File: config.mk
export PLATFORM = sky130hd
export DESIGN_NAME = loopSequencer
export DESIGN_NICKNAME = d
export VERILOG_FILES = /design/src/logic/loopPkg.sv /design/src/logic/loopDecode.sv /design/src/logic/loopStack.sv /design/src/logic/loopExecute.sv /design/src/logic/loopResult.sv /design/src/logic/loopSequencer.sv
export SDC_FILE = /design/constraint.sdc
export NUM_CORES = 1
export LEC_CHECK = 0
export BUFFER_PORTS_ARGS = -buffer_cell sky130_fd_sc_hd__buf_2
export CAP_MARGIN = 20
export CORE_ASPECT_RATIO = 1.1
export CORE_MARGIN = 8
export CORE_UTILIZATION = 25
export CTS_CLUSTER_DIAMETER = 200
export DETAILED_ROUTE_END_ITERATION = 8
export PLACE_DENSITY = 0.51
export SLEW_MARGIN = 10
export SYNTH_ARGS = -nofsm -noshare
export SYNTH_HDL_FRONTEND = slang
export SYNTH_SLANG_ARGS = --single-unit
File: constraint.sdc
create_clock -name CNSCLK -period 9.4 [get_ports CNSCLK]
set_input_delay 1.88 -clock CNSCLK [delete_from_list [all_inputs] [get_ports CNSCLK]]
set_output_delay 1.88 -clock CNSCLK [all_outputs]
set_load 0.01 [all_outputs]
File: src/logic/loopPkg.sv
`default_nettype none

package loopPkg;

  // ********************
  // widths and sizes
  // ********************
  localparam int countWidth = 14;
  localparam int addrWidth  = 10;
  localparam int stackDepth = 4;
  localparam int ptrWidth   = 3;  // top bit set means the stack is empty.
  localparam int instrWidth = 28;

  // instruction word is opcode, then count, then end address.
  localparam int opcodeMsb = instrWidth - 1;
  localparam int opcodeLsb = instrWidth - 4;
  localparam int countLsb  = addrWidth;

  typedef enum logic [3:0] {
    opNop    = 4'h0,
    opDo     = 4'h1,
    opBreak  = 4'h2,
    opCntWr  = 4'h3,
    opClrErr = 4'h4
  } loopOpcode;

  typedef struct packed {
    logic                  doLoop;
    logic                  breakLoop;
    logic                  cntWr;
    logic                  clrErr;
    logic [countWidth-1:0] count;
    logic [addrWidth-1:0]  endAddr;
  } loopOp;

  typedef struct packed {
    logic [addrWidth-1:0] startAddr;
    logic [addrWidth-1:0] endAddr;
  } loopFrame;

  // single-cycle pulses from execute to result.
  typedef struct packed {
    logic loopBack;
    logic loopExit;
    logic pushDropped;
    logic popDropped;
  } loopEvent;

endpackage

`default_nettype wire

File: src/logic/loopDecode.sv
`timescale 1ns/1ps
`default_nettype none

module loopDecode (
  input  logic                           instrValid,
  input  logic [loopPkg::instrWidth-1:0] instr,
  output loopPkg::loopOp                 op
);
  import loopPkg::*;

  loopOpcode             opcode;
  logic [countWidth-1:0] count;
  logic [addrWidth-1:0]  endAddr;

  assign opcode  = loopOpcode'(instr[opcodeMsb:opcodeLsb]);
  assign count   = instr[opcodeLsb-1:countLsb];
  assign endAddr = instr[addrWidth-1:0];

  always_comb begin
    op = '0;
    if (instrValid) begin
      case (opcode)
        opDo: begin
          op.doLoop  = 1'b1;
          op.count   = (count == '0) ? countWidth'(1) : count;  // zero runs once.
          op.endAddr = endAddr;
        end
        opBreak: begin
          op.breakLoop = 1'b1;
        end
        opCntWr: begin
          op.cntWr = 1'b1;
          op.count = count;
        end
        opClrErr: begin
          op.clrErr = 1'b1;
        end
        default: begin
          op = '0;  // NOP and unknown opcodes do nothing.
        end
      endcase
    end
  end

endmodule

`default_nettype wire

File: src/logic/loopStack.sv
`timescale 1ns/1ps
`default_nettype none

module loopStack #(
  parameter type payload_t = logic [loopPkg::countWidth-1:0]
) (
  input  logic     CNSCLK,
  input  logic     T_RST,
  input  logic     enable,
  input  logic     push,
  input  logic     pop,
  input  logic     replace,
  input  payload_t din,
  output payload_t top,
  output logic     full,
  output logic     empty,
  output logic     hasOne
);
  import loopPkg::*;

  payload_t            mem [stackDepth];
  logic [ptrWidth-1:0] ptr;
  logic [ptrWidth-1:0] ptrUp;
  logic [ptrWidth-1:0] ptrDown;
  logic [ptrWidth-2:0] writeAddr;
  logic                doPush;
  logic                doPop;
  logic                doWrite;

  // ptr points at the top entry; all ones after reset.
  assign empty  = ptr[ptrWidth-1];
  assign full   = (ptr == ptrWidth'(stackDepth - 1));
  assign hasOne = (ptr == '0);

  assign doPush = push && !full && enable;   // push into a full stack is dropped.
  assign doPop  = pop && !empty && enable;   // so is a pop from an empty one.

  assign ptrUp   = ptr + 1'b1;
  assign ptrDown = ptr - 1'b1;

  // replace rewrites the current top in place.
  assign doWrite   = doPush || (replace && !empty && enable);
  assign writeAddr = doPush ? ptrUp[ptrWidth-2:0] : ptr[ptrWidth-2:0];

  always_ff @(posedge CNSCLK or posedge T_RST) begin
    if (T_RST) begin
      ptr <= '1;
    end else if (doPush) begin
      ptr <= ptrUp;
    end else if (doPop) begin
      ptr <= ptrDown;
    end
  end

  always_ff @(posedge CNSCLK) begin
    if (doWrite) begin
      mem[writeAddr] <= din;
    end
  end

  assign top = mem[ptr[ptrWidth-2:0]];

endmodule

`default_nettype wire

File: src/logic/loopExecute.sv
`timescale 1ns/1ps
`default_nettype none

module loopExecute (
  input  logic                           CNSCLK,
  input  logic                           T_RST,
  input  logic                           clkEnb,
  input  loopPkg::loopOp                 op,
  input  logic [loopPkg::addrWidth-1:0]  pc,
  output loopPkg::loopEvent              evt,
  output logic [loopPkg::addrWidth-1:0]  startAddr,
  output logic [loopPkg::countWidth-1:0] topCount,
  output logic                           empty,
  output logic                           full,
  output logic                           hasOne
);
  import loopPkg::*;

  logic                  stackEnb;
  logic                  cntEmpty;
  logic                  cntFull;
  logic                  push;
  logic                  pop;
  logic                  replace;
  logic                  loopEnd;
  logic                  moreLeft;
  logic [countWidth-1:0] cntIn;
  loopFrame              frameIn;
  loopFrame              frameTop;
  logic [ptrWidth-1:0]   depth;
  logic [ptrWidth-1:0]   nextDepth;

  assign stackEnb = !clkEnb;  // clkEnb high freezes everything.

  // ********************
  // loop-end detection
  // ********************
  assign loopEnd  = !cntEmpty && (pc == frameTop.endAddr) && !op.doLoop && !op.breakLoop;
  assign moreLeft = (topCount > countWidth'(1));

  always_comb begin
    evt.loopBack    = loopEnd && moreLeft;
    evt.loopExit    = loopEnd && !moreLeft;
    evt.pushDropped = op.doLoop && cntFull;
    evt.popDropped  = op.breakLoop && cntEmpty;
  end

  // a loop end overrides CNTWR in the same cycle.
  assign push    = op.doLoop;
  assign pop     = op.breakLoop || evt.loopExit;
  assign replace = evt.loopBack || (op.cntWr && !op.doLoop && !op.breakLoop && !loopEnd);

  assign cntIn             = evt.loopBack ? (topCount - countWidth'(1)) : op.count;
  assign frameIn.startAddr = pc + addrWidth'(1);
  assign frameIn.endAddr   = op.endAddr;

  loopStack #(.payload_t(logic [countWidth-1:0])) u_countStack (
    .CNSCLK (CNSCLK),
    .T_RST  (T_RST),
    .enable (stackEnb),
    .push   (push),
    .pop    (pop),
    .replace(replace),
    .din    (cntIn),
    .top    (topCount),
    .full   (cntFull),
    .empty  (cntEmpty),
    .hasOne ()
  );

  // frames move in step with counts, so their flags are left open.
  loopStack #(.payload_t(loopFrame)) u_frameStack (
    .CNSCLK (CNSCLK),
    .T_RST  (T_RST),
    .enable (stackEnb),
    .push   (push),
    .pop    (pop),
    .replace(1'b0),
    .din    (frameIn),
    .top    (frameTop),
    .full   (),
    .empty  (),
    .hasOne ()
  );

  assign startAddr = frameTop.startAddr;

  // ********************
  // next-state flags
  // ********************
  always_comb begin
    nextDepth = depth;
    if (stackEnb && push && !cntFull) begin
      nextDepth = depth + 1'b1;
    end else if (stackEnb && pop && !cntEmpty) begin
      nextDepth = depth - 1'b1;
    end
  end

  always_ff @(posedge CNSCLK or posedge T_RST) begin
    if (T_RST) begin
      depth <= '0;
    end else begin
      depth <= nextDepth;
    end
  end

  assign empty  = (nextDepth == '0);
  assign hasOne = (nextDepth == ptrWidth'(1));
  assign full   = (nextDepth == ptrWidth'(stackDepth));  // matches the stacks after the edge.

endmodule

`default_nettype wire

File: src/logic/loopResult.sv
`timescale 1ns/1ps
`default_nettype none

module loopResult (
  input  logic                          CNSCLK,
  input  logic                          T_RST,
  input  logic                          clkEnb,
  input  loopPkg::loopEvent             evt,
  input  logic                          clrErr,
  input  logic [loopPkg::addrWidth-1:0] pc,
  input  logic [loopPkg::addrWidth-1:0] startAddr,
  input  logic                          empty,
  input  logic                          full,
  input  logic                          hasOne,
  output logic [loopPkg::addrWidth-1:0] nextPc,
  output logic                          loopTaken,
  output logic                          stackEmpty,
  output logic                          stackFull,
  output logic                          lastPass,
  output logic                          stackError
);
  import loopPkg::*;

  logic dropped;

  // branch back on a loop end, otherwise fall through.
  assign loopTaken = evt.loopBack;
  assign nextPc    = evt.loopBack ? startAddr : pc + addrWidth'(1);  // wraps at 10 bits.

  assign dropped = evt.pushDropped || evt.popDropped;

  // ********************
  // status registers
  // ********************
  always_ff @(posedge CNSCLK or posedge T_RST) begin
    if (T_RST) begin
      stackEmpty <= 1'b1;
      stackFull  <= 1'b0;
      lastPass   <= 1'b0;
      stackError <= 1'b0;
    end else if (!clkEnb) begin
      stackEmpty <= empty;
      stackFull  <= full;
      lastPass   <= hasOne;
      if (dropped) begin
        stackError <= 1'b1;  // a new error wins over CLRERR.
      end else if (clrErr) begin
        stackError <= 1'b0;
      end
    end
  end

endmodule

`default_nettype wire

File: src/logic/loopSequencer.sv
`timescale 1ns/1ps
`default_nettype none

module loopSequencer (
  input  logic                           CNSCLK,
  input  logic                           T_RST,
  input  logic                           clkEnb,
  input  logic                           instrValid,
  input  logic [loopPkg::instrWidth-1:0] instr,
  input  logic [loopPkg::addrWidth-1:0]  pc,
  output logic [loopPkg::addrWidth-1:0]  nextPc,
  output logic                           loopTaken,
  output logic [loopPkg::countWidth-1:0] topCount,
  output logic                           stackEmpty,
  output logic                           stackFull,
  output logic                           lastPass,
  output logic                           stackError
);
  import loopPkg::*;

  loopOp                op;
  loopEvent             evt;
  logic [addrWidth-1:0] startAddr;
  logic                 empty;
  logic                 full;
  logic                 hasOne;

  loopDecode u_decode (
    .instrValid(instrValid),
    .instr     (instr),
    .op        (op)
  );

  loopExecute u_execute (
    .CNSCLK   (CNSCLK),
    .T_RST    (T_RST),
    .clkEnb   (clkEnb),
    .op       (op),
    .pc       (pc),
    .evt      (evt),
    .startAddr(startAddr),
    .topCount (topCount),
    .empty    (empty),
    .full     (full),
    .hasOne   (hasOne)
  );

  loopResult u_result (
    .CNSCLK    (CNSCLK),
    .T_RST     (T_RST),
    .clkEnb    (clkEnb),
    .evt       (evt),
    .clrErr    (op.clrErr),
    .pc        (pc),
    .startAddr (startAddr),
    .empty     (empty),
    .full      (full),
    .hasOne    (hasOne),
    .nextPc    (nextPc),
    .loopTaken (loopTaken),
    .stackEmpty(stackEmpty),
    .stackFull (stackFull),
    .lastPass  (lastPass),
    .stackError(stackError)
  );

endmodule

`default_nettype wire

# After elaboration in Yosys (flattened, before gate mapping)
# Memories as Yosys holds them, arrays and structs flattened.
# Cells that the tools add are included.
[word_totals]
regBits = 13
memories = 2
ramBits = 136
output_inout_bits = 29
in_bits = 42
wordCells = 95
[mem_list]
columns = ["memory", "depth", "width", "read_ports", "rd_clocked_by_memory_dff", "write_ports", "line", "source"]
rows = [
  ["u_execute.u_frameStack.mem", 4, 20, 1, 0, 1, "loopStack.sv:21", "payload_t mem [stackDepth];"],
  ["u_execute.u_countStack.mem", 4, 14, 1, 0, 1, "loopStack.sv:21", ""],
]
[op_classes]
n_bitwise = 1
n_eq_ne = 9
n_lt_le_gt_ge = 1
n_reduce_logical = 43
n_addsub = 8
muxes = 24
[ops]
columns = ["operator", "count"]
rows = [
  ["$mux W14", 2],
  ["$mux W28", 1],
  ["$pmux W14 S2", 1],
  ["$logic_and A1 B1 Y1", 24],
  ["$mux W10", 2],
  ["$mux W3", 6],
  ["$gt A14 B1 Y1 const B", 1],
  ["$logic_not A14 Y1", 1],
  ["$sub A14 B1 Y14 const B", 1],
  ["$add A10 B1 Y10 const B", 1],
  ["$eq A10 B10 Y1", 1],
  ["$mux W1", 10],
  ["$add A3 B1 Y3 const B", 3],
  ["$logic_not A1 Y1", 9],
  ["$sub A3 B1 Y3 const B", 3],
  ["$eq A4 B2 Y1 const B", 2],
  ["$eq A3 B2 Y1 const B", 2],
  ["$reduce_bool A2 Y1", 3],
  ["$eq A4 B1 Y1 const B", 1],
  ["$eq A4 B3 Y1 const B", 1],
  ["$logic_or A1 B1 Y1", 4],
  ["$mux W2", 2],
  ["$eq A3 B1 Y1 const B", 1],
  ["$eq A3 B3 Y1 const B", 1],
  ["other kinds (3)", 3],
]

# Longest topological paths before layout
[depth]
ltp_word = 15
mapped_depth = 12
depth_no_buf = 10

# By module
# Synthesis repeated with hierarchy kept, for this count alone.
[hier_totals]
cells_unflattened = 499
area_unflattened_um2 = 7337.0
[by_module_without_submodules]
columns = ["mod", "seq_area_each_um2", "n_inst", "cells_each", "area_per_inst_um2"]
rows = [
  ["loopStack (u_execute.u_frameStack)", 2481.1, 1, 140, 3215.6],
  ["loopStack (u_execute.u_countStack)", 1760.4, 1, 111, 2357.3],
  ["loopExecute", 75.1, 1, 153, 1068.5],
  ["loopResult", 101.3, 1, 58, 440.4],
  ["loopDecode", 0.0, 1, 37, 255.2],
]

# Worst setup path after synthesis
# Ideal clock, no wire load.
[synth_path]
path_kind = "input -> output"
startpoint = "input instr[25] in the netlist's numbering"
endpoint = "output nextPc[1] in the netlist's numbering"
stages = 10
t_required_ns = 7.520
n_path_buf = 2
arrival_ns = 3.723
setup_slack_ns = 3.797
cell_sequence = "clkbuf_1 > xor2_1 > a21oi_1 > nand2_1 > nor4_2 > nand2_1 > or2_2 > inv_2 > buf_4 > mux2_1"
[synth_between]
elab_chain_len = 8
elab_cells_between_ends = 11
classes_between = "eq/ne (2); mux (4); reduce/logical (5)"
[synth_lines]
columns = ["item", "line", "source"]
rows = [
  ["from (decl)", "loopSequencer.sv:9", "input logic [loopPkg::instrWidth-1:0] instr,"],
  ["$eq A4 B1 Y1", "loopDecode.sv:22", "case (opcode)"],
  ["$mux W1", "loopDecode.sv:22", ""],
  ["$mux W28 *", "loopDecode.sv:21", "if (instrValid) begin"],
  ["$logic_not A1 Y1", "loopExecute.sv:38", "assign loopEnd = !cntEmpty && (pc == frameTop.endAddr) && !op.doLoop && !op.breakLoop;"],
  ["$logic_and A1 B1 Y1", "loopExecute.sv:38", ""],
  ["$logic_and A1 B1 Y1 *", "loopExecute.sv:38", ""],
  ["$logic_and A1 B1 Y1 *", "loopExecute.sv:42", "evt.loopBack = loopEnd && moreLeft;"],
  ["net loopTaken", "loopSequencer.sv:12", "output logic loopTaken,"],
  ["$mux W10 *", "loopResult.sv:28", "assign nextPc = evt.loopBack ? startAddr : pc + addrWidth'(1);"],
  ["to (decl)", "loopSequencer.sv:11", "output logic [loopPkg::addrWidth-1:0] nextPc,"],
]
# Mark *: on every way through the listed nets, which the timed path passes. The rest lies on a longest branch.

# Worst setup path in the final report
[layout_path]
startpoint = "input pc[6] in the netlist's numbering"
endpoint = "output nextPc[3] in the netlist's numbering"
[layout_between]
elab_chain_len = 6
[layout_lines]
columns = ["item", "line", "source"]
rows = [
  ["from (decl)", "loopSequencer.sv:10", "input logic [loopPkg::addrWidth-1:0] pc,"],
  ["$eq A10 B10 Y1", "loopExecute.sv:38", ""],
  ["$logic_and A1 B1 Y1 (3 in a row)", "loopExecute.sv:38", ""],
  ["$logic_and A1 B1 Y1", "loopExecute.sv:42", ""],
  ["$mux W10", "loopResult.sv:28", ""],
]
# Every way passes these cells.

==> metrics.txt <==
# TYPE chip_impl_metric gauge
chip_impl_metric{name="cts-htree-levels",unit=""} 4
chip_impl_info{name="hold_path.class",value="reg2reg"} 1
chip_impl_metric{name="route.final.wire_length",unit="µm"} 15700
chip_impl_metric{name="initial_drt_pass_iterations",unit=""} 4
chip_impl_metric{name="mappedNetlistArea",unit="µm²"} 6910
chip_impl_metric{name="final_net_count",unit=""} 588
chip_impl_metric{name="worstSkewPairLatency",unit="ns"} 0.42
chip_impl_metric{name="crit_arrival",unit="ns"} 4.40
chip_impl_metric{name="fp-row-count",unit=""} 64
chip_impl_info{name="cp-end-kind",value="output pin"} 1
chip_impl_metric{name="nFillCells",unit=""} 2780
chip_impl_metric{name="num_vias",unit=""} 4094
chip_impl_metric{name="critPathMaxFanout",unit=""} 31
chip_impl_metric{name="area_growth",unit="%"} 19.6
chip_impl_metric{name="synth_sequential_area_ratio",unit="%"} 63.9
chip_impl_info{name="root_buffer",value="sky130_fd_sc_hd__clkbuf_16"} 1
chip_impl_metric{name="netlist-cell-type-count",unit=""} 51
chip_impl_metric{name="cts-buffers-inserted",unit=""} 17
chip_impl_metric{name="antenna_found_initial",unit=""} 0
chip_impl_metric{name="ys_warn_count",unit=""} 0
chip_impl_metric{name="r2r_cell_count",unit=""} 10
chip_impl_metric{name="netlist_instances",unit=""} 456
chip_impl_metric{name="worstPathRequired",unit="ns"} 7.52
chip_impl_metric{name="die-area",unit="µm²"} 33200
chip_impl_metric{name="final_worst_path_period_need",unit="ns"} 6.28
chip_impl_metric{name="global_route_wire_length_before_repair",unit="µm"} 24800
chip_impl_metric{name="hpwl",unit="µm"} 11000
chip_impl_metric{name="last_weighted_congestion_value_of_the_routability_driven_placer",unit=""} 0.855
chip_impl_metric{name="syn_nets",unit=""} 513
chip_impl_metric{name="post-cts-setup-buffers",unit=""} 0
chip_impl_metric{name="portBuffers",unit=""} 70
chip_impl_metric{name="final_critical_path_setup_slack",unit="ns"} 3.12
chip_impl_metric{name="grt_max_degree",unit=""} 32
chip_impl_metric{name="timing.setup.tns",unit="ns"} 0
chip_impl_metric{name="power.clock.fraction",unit="%"} 34.1
chip_impl_metric{name="cts.repair.resized",unit=""} 0
chip_impl_info{name="rsz0062_at_grt",value="no"} 1
chip_impl_metric{name="synth_seq_cells",unit=""} 149
chip_impl_metric{name="drt_iter0_drc",unit=""} 214
chip_impl_info{name="critPathLaunchType",value="primary input"} 1
chip_impl_metric{name="grt_overflow",unit=""} 0
chip_impl_metric{name="antennaDiodeCount",unit=""} 0
chip_impl_metric{name="fin_worst_skew",unit="ns"} 0.0112
chip_impl_metric{name="floorplan.initialDensity",unit="%"} 25.1
chip_impl_metric{name="holdBufCountCts",unit=""} 0
chip_impl_metric{name="die_h",unit="µm"} 190
chip_impl_metric{name="timing.fmax",unit="MHz"} 159
chip_impl_metric{name="p_leak",unit="nW"} 2.92
chip_impl_metric{name="design_internal_power",unit="mW"} 1.30
chip_impl_metric{name="setup-violations-final",unit=""} 0
chip_impl_metric{name="slew_headroom",unit="%"} 43.4
chip_impl_metric{name="timing.hold.worst_path_depth",unit=""} 2
chip_impl_metric{name="p_seq_share",unit="%"} 44.6
chip_impl_metric{name="tightest_slew",unit="ns"} 0.847
chip_impl_metric{name="post_drt_wl_per_cell",unit="µm"} 17.3
chip_impl_metric{name="die_width",unit="µm"} 175
chip_impl_metric{name="maxCapViolCount",unit=""} 0
chip_impl_metric{name="hold_viol",unit=""} 0
chip_impl_info{name="critPathKind",value="in2out"} 1
chip_impl_metric{name="cts-root-to-sink-buffers",unit=""} 2
chip_impl_metric{name="slew_violations",unit=""} 0
chip_impl_metric{name="grt_pass1_vias",unit=""} 4523
chip_impl_metric{name="drive_above_1_share",unit="%"} 31.9
chip_impl_metric{name="sw_ratio",unit="%"} 30.5
chip_impl_metric{name="tot_gr_track_use",unit="%"} 9.64
chip_impl_metric{name="power.density_cell_area",unit="nW/µm²"} 226
chip_impl_metric{name="timing.final.crit_share",unit="%"} 66.8
chip_impl_metric{name="drt.antenna.violating_nets",unit=""} 0
chip_impl_metric{name="ios",unit=""} 71
chip_impl_metric{name="power.ir.vdd_worst",unit="mV"} 0.101
chip_impl_metric{name="clock-sinks",unit=""} 149
chip_impl_metric{name="fp.coreArea",unit="µm²"} 27500
chip_impl_metric{name="power_frac_comb",unit="%"} 21.2
chip_impl_metric{name="detail_route.vias_per_cell",unit=""} 4.52
chip_impl_metric{name="dpl_worst_slack",unit="ns"} 3.08
chip_impl_metric{name="drc",unit=""} 0
chip_impl_info{name="tritoncts",value="built"} 1
chip_impl_info{name="outcome",value="complete, no violations"} 1
chip_impl_metric{name="worst_setup_hold_path_clk_slew",unit="ns"} 0.06
chip_impl_metric{name="postSynthAreaPerCell",unit="µm²"} 15.2
chip_impl_metric{name="number_of_enable_flip_flop_cells_after_synthesis",unit=""} 136
chip_impl_metric{name="switchingPower",unit="mW"} 0.571
chip_impl_metric{name="synth-async-reset-ratio",unit="%"} 8.72
chip_impl_info{name="dominantRegCellSynth",value="sky130_fd_sc_hd__edfxtp_1"} 1
## per-stage QoR
stage / power [mW] / cells / hold slack [ns] / area [µm²] / util (%)
2_1_floorplan: 1.12 / 456 / 0.488 / 6910 / -
3_3_place_gp: 1.24 / 875 / 0.485 / 7700 / 28.0
3_5_place_dp: 1.26 / 875 / 0.483 / 7700 / 28.0
4_1_cts: 1.90 / 906 / 0.499 / 8270 / 30.0
5_1_grt: 1.97 / 906 / 0.522 / 8270 / 30.0
6_report: 1.87 / 906 / 0.494 / 8270 / 30.0
## cell type report
| type | count | area [µm²] | share of cell area [%] |
|---|---|---|---|
| Sequential cell | 149 | 4420 | 53.4 |
| Multi-Input combinational cell | 264 | 2340 | 28.3 |
| Tap cell | 363 | 454 | 5.49 |
| Clock buffer | 17 | 425 | 5.15 |
| Timing Repair Buffer | 78 | 410 | 4.96 |
| Clock inverter | 14 | 136 | 1.65 |
| Inverter | 21 | 78.8 | 0.954 |
## power by group through the flow
stage	combinational (mW)	clock (mW)	sequential [mW]
floorplan	0.329	0	0.788
global placement	0.393	0	0.850
detailed placement	0.402	0	0.853
CTS	0.404	0.657	0.840
global route	0.438	0.680	0.849
finish	0.397	0.639	0.835
## per-layer routing
metal	GRT usage [%]	vias up	wire length, µm	part of all wire (%)
li1	-	1892	-	-
met1	11.4	2053	6890	44
met2	16.6	127	7760	49
met3	2.97	22	795	5.1
met4	2.94	0	253	1.6
met5	0	-	0	0
## cells in the mapped netlist (2+ instances only)
| cell type | count | area, µm² |
|---|---|---|
| sky130_fd_sc_hd__edfxtp_1 | 136 | 4080 |
| sky130_fd_sc_hd__mux4_2 | 30 | 676 |
| sky130_fd_sc_hd__nand2_1 | 26 | 97.6 |
| sky130_fd_sc_hd__nor2_1 | 24 | 90.1 |
| sky130_fd_sc_hd__nand3_1 | 20 | 100 |
| sky130_fd_sc_hd__inv_1 | 19 | 71.3 |
| sky130_fd_sc_hd__xor2_1 | 19 | 166 |
| sky130_fd_sc_hd__xnor2_1 | 17 | 149 |
| sky130_fd_sc_hd__clkbuf_1 | 15 | 56.3 |
| sky130_fd_sc_hd__ha_1 | 15 | 188 |
| sky130_fd_sc_hd__and2_1 | 14 | 87.6 |
| sky130_fd_sc_hd__o21ai_0 | 13 | 65.1 |
| sky130_fd_sc_hd__mux2_2 | 10 | 113 |
| sky130_fd_sc_hd__mux2i_1 | 10 | 100 |
| sky130_fd_sc_hd__nand4_1 | 8 | 50.1 |
| sky130_fd_sc_hd__a21oi_1 | 7 | 35.0 |
| sky130_fd_sc_hd__dfstp_2 | 7 | 184 |
| sky130_fd_sc_hd__nor3_1 | 7 | 35.0 |
| sky130_fd_sc_hd__a211oi_1 | 6 | 45.0 |
| sky130_fd_sc_hd__dfrtp_1 | 6 | 150 |
| sky130_fd_sc_hd__a31o_2 | 4 | 35.0 |
| sky130_fd_sc_hd__and3_1 | 4 | 25.0 |
| sky130_fd_sc_hd__nor4_1 | 4 | 25.0 |
| sky130_fd_sc_hd__buf_2 | 3 | 15.0 |
| sky130_fd_sc_hd__buf_1 | 2 | 7.51 |
| sky130_fd_sc_hd__nor4_2 | 2 | 25.0 |
| sky130_fd_sc_hd__o311ai_0 | 2 | 17.5 |
| sky130_fd_sc_hd__o31ai_1 | 2 | 15.0 |
| sky130_fd_sc_hd__or4_1 | 2 | 15.0 |
## state kept, by name, indices dropped and copies added (netlist names)
register and flops:
u_execute.u_frameStack.mem 80, u_execute.u_countStack.mem 56, u_execute.depth 3, u_execute.u_countStack.ptr 3
u_execute.u_frameStack.ptr 3, u_result.lastPass 1, u_result.stackEmpty 1, u_result.stackError 1
u_result.stackFull 1
## layout by cell type, fill, tap and decap left out, types with 4 or more instances in the layout
cell / instances
sky130_fd_sc_hd__edfxtp_1: 136
sky130_fd_sc_hd__buf_2: 70
sky130_fd_sc_hd__mux4_2: 30
sky130_fd_sc_hd__nand2_1: 26
sky130_fd_sc_hd__nor2_1: 24
sky130_fd_sc_hd__nand3_1: 20
sky130_fd_sc_hd__inv_1: 19
sky130_fd_sc_hd__xor2_1: 19
sky130_fd_sc_hd__xnor2_1: 17
sky130_fd_sc_hd__clkbuf_16: 17
sky130_fd_sc_hd__ha_1: 15
sky130_fd_sc_hd__and2_1: 14
sky130_fd_sc_hd__o21ai_0: 13
sky130_fd_sc_hd__mux2i_1: 10
sky130_fd_sc_hd__mux2_2: 10
sky130_fd_sc_hd__nand4_1: 8
sky130_fd_sc_hd__buf_4: 8
sky130_fd_sc_hd__a21oi_1: 7
sky130_fd_sc_hd__inv_6: 7
sky130_fd_sc_hd__dfstp_2: 7
sky130_fd_sc_hd__nor3_1: 6
sky130_fd_sc_hd__dfrtp_1: 6
sky130_fd_sc_hd__nor4_1: 4
sky130_fd_sc_hd__and3_1: 4
sky130_fd_sc_hd__a31o_2: 4
sky130_fd_sc_hd__a211oi_2: 4
## worst max-delay path, stage by stage
cell                      delay (ns)
sky130_fd_sc_hd__buf_2          0.13
sky130_fd_sc_hd__xnor2_1        0.15
sky130_fd_sc_hd__nand3_1        0.17
sky130_fd_sc_hd__nor4_2         0.55
sky130_fd_sc_hd__nand2_1        0.11
sky130_fd_sc_hd__or2_2          0.54
sky130_fd_sc_hd__inv_2          0.34
sky130_fd_sc_hd__mux2_2         0.39
sky130_fd_sc_hd__buf_2          0.14
## worst paths after layout
kind / from / end / slack, ns
worst min-delay path: u_result.stackEmpty / u_result.stackEmpty / 0.49
min in group asynchronous: T_RST / u_result.stackFull / 1.50
max in group asynchronous: T_RST / u_execute.u_countStack.ptr[2] / 7.55
worst min register to register: u_result.stackEmpty / u_result.stackEmpty / 0.49
worst max register to register: u_execute.u_frameStack.ptr[0] / u_execute.u_countStack.mem[0][13] / 4.83
worst max-delay path: pc[6] / nextPc[3] / 3.12
## cells by family after synthesis
kind of cell	count (synthesis)	share of synthesized area, %
DFF	149	63.9
and+or+nand+nor	121	9.25
muxes	51	13.0
buffers and inverters	43	2.55
AOI/OAI and AO/OA	40	3.76
xor gates and xnor gates	37	4.80
adders and majority gates	15	2.71
(Power assumes the default switching activity.)
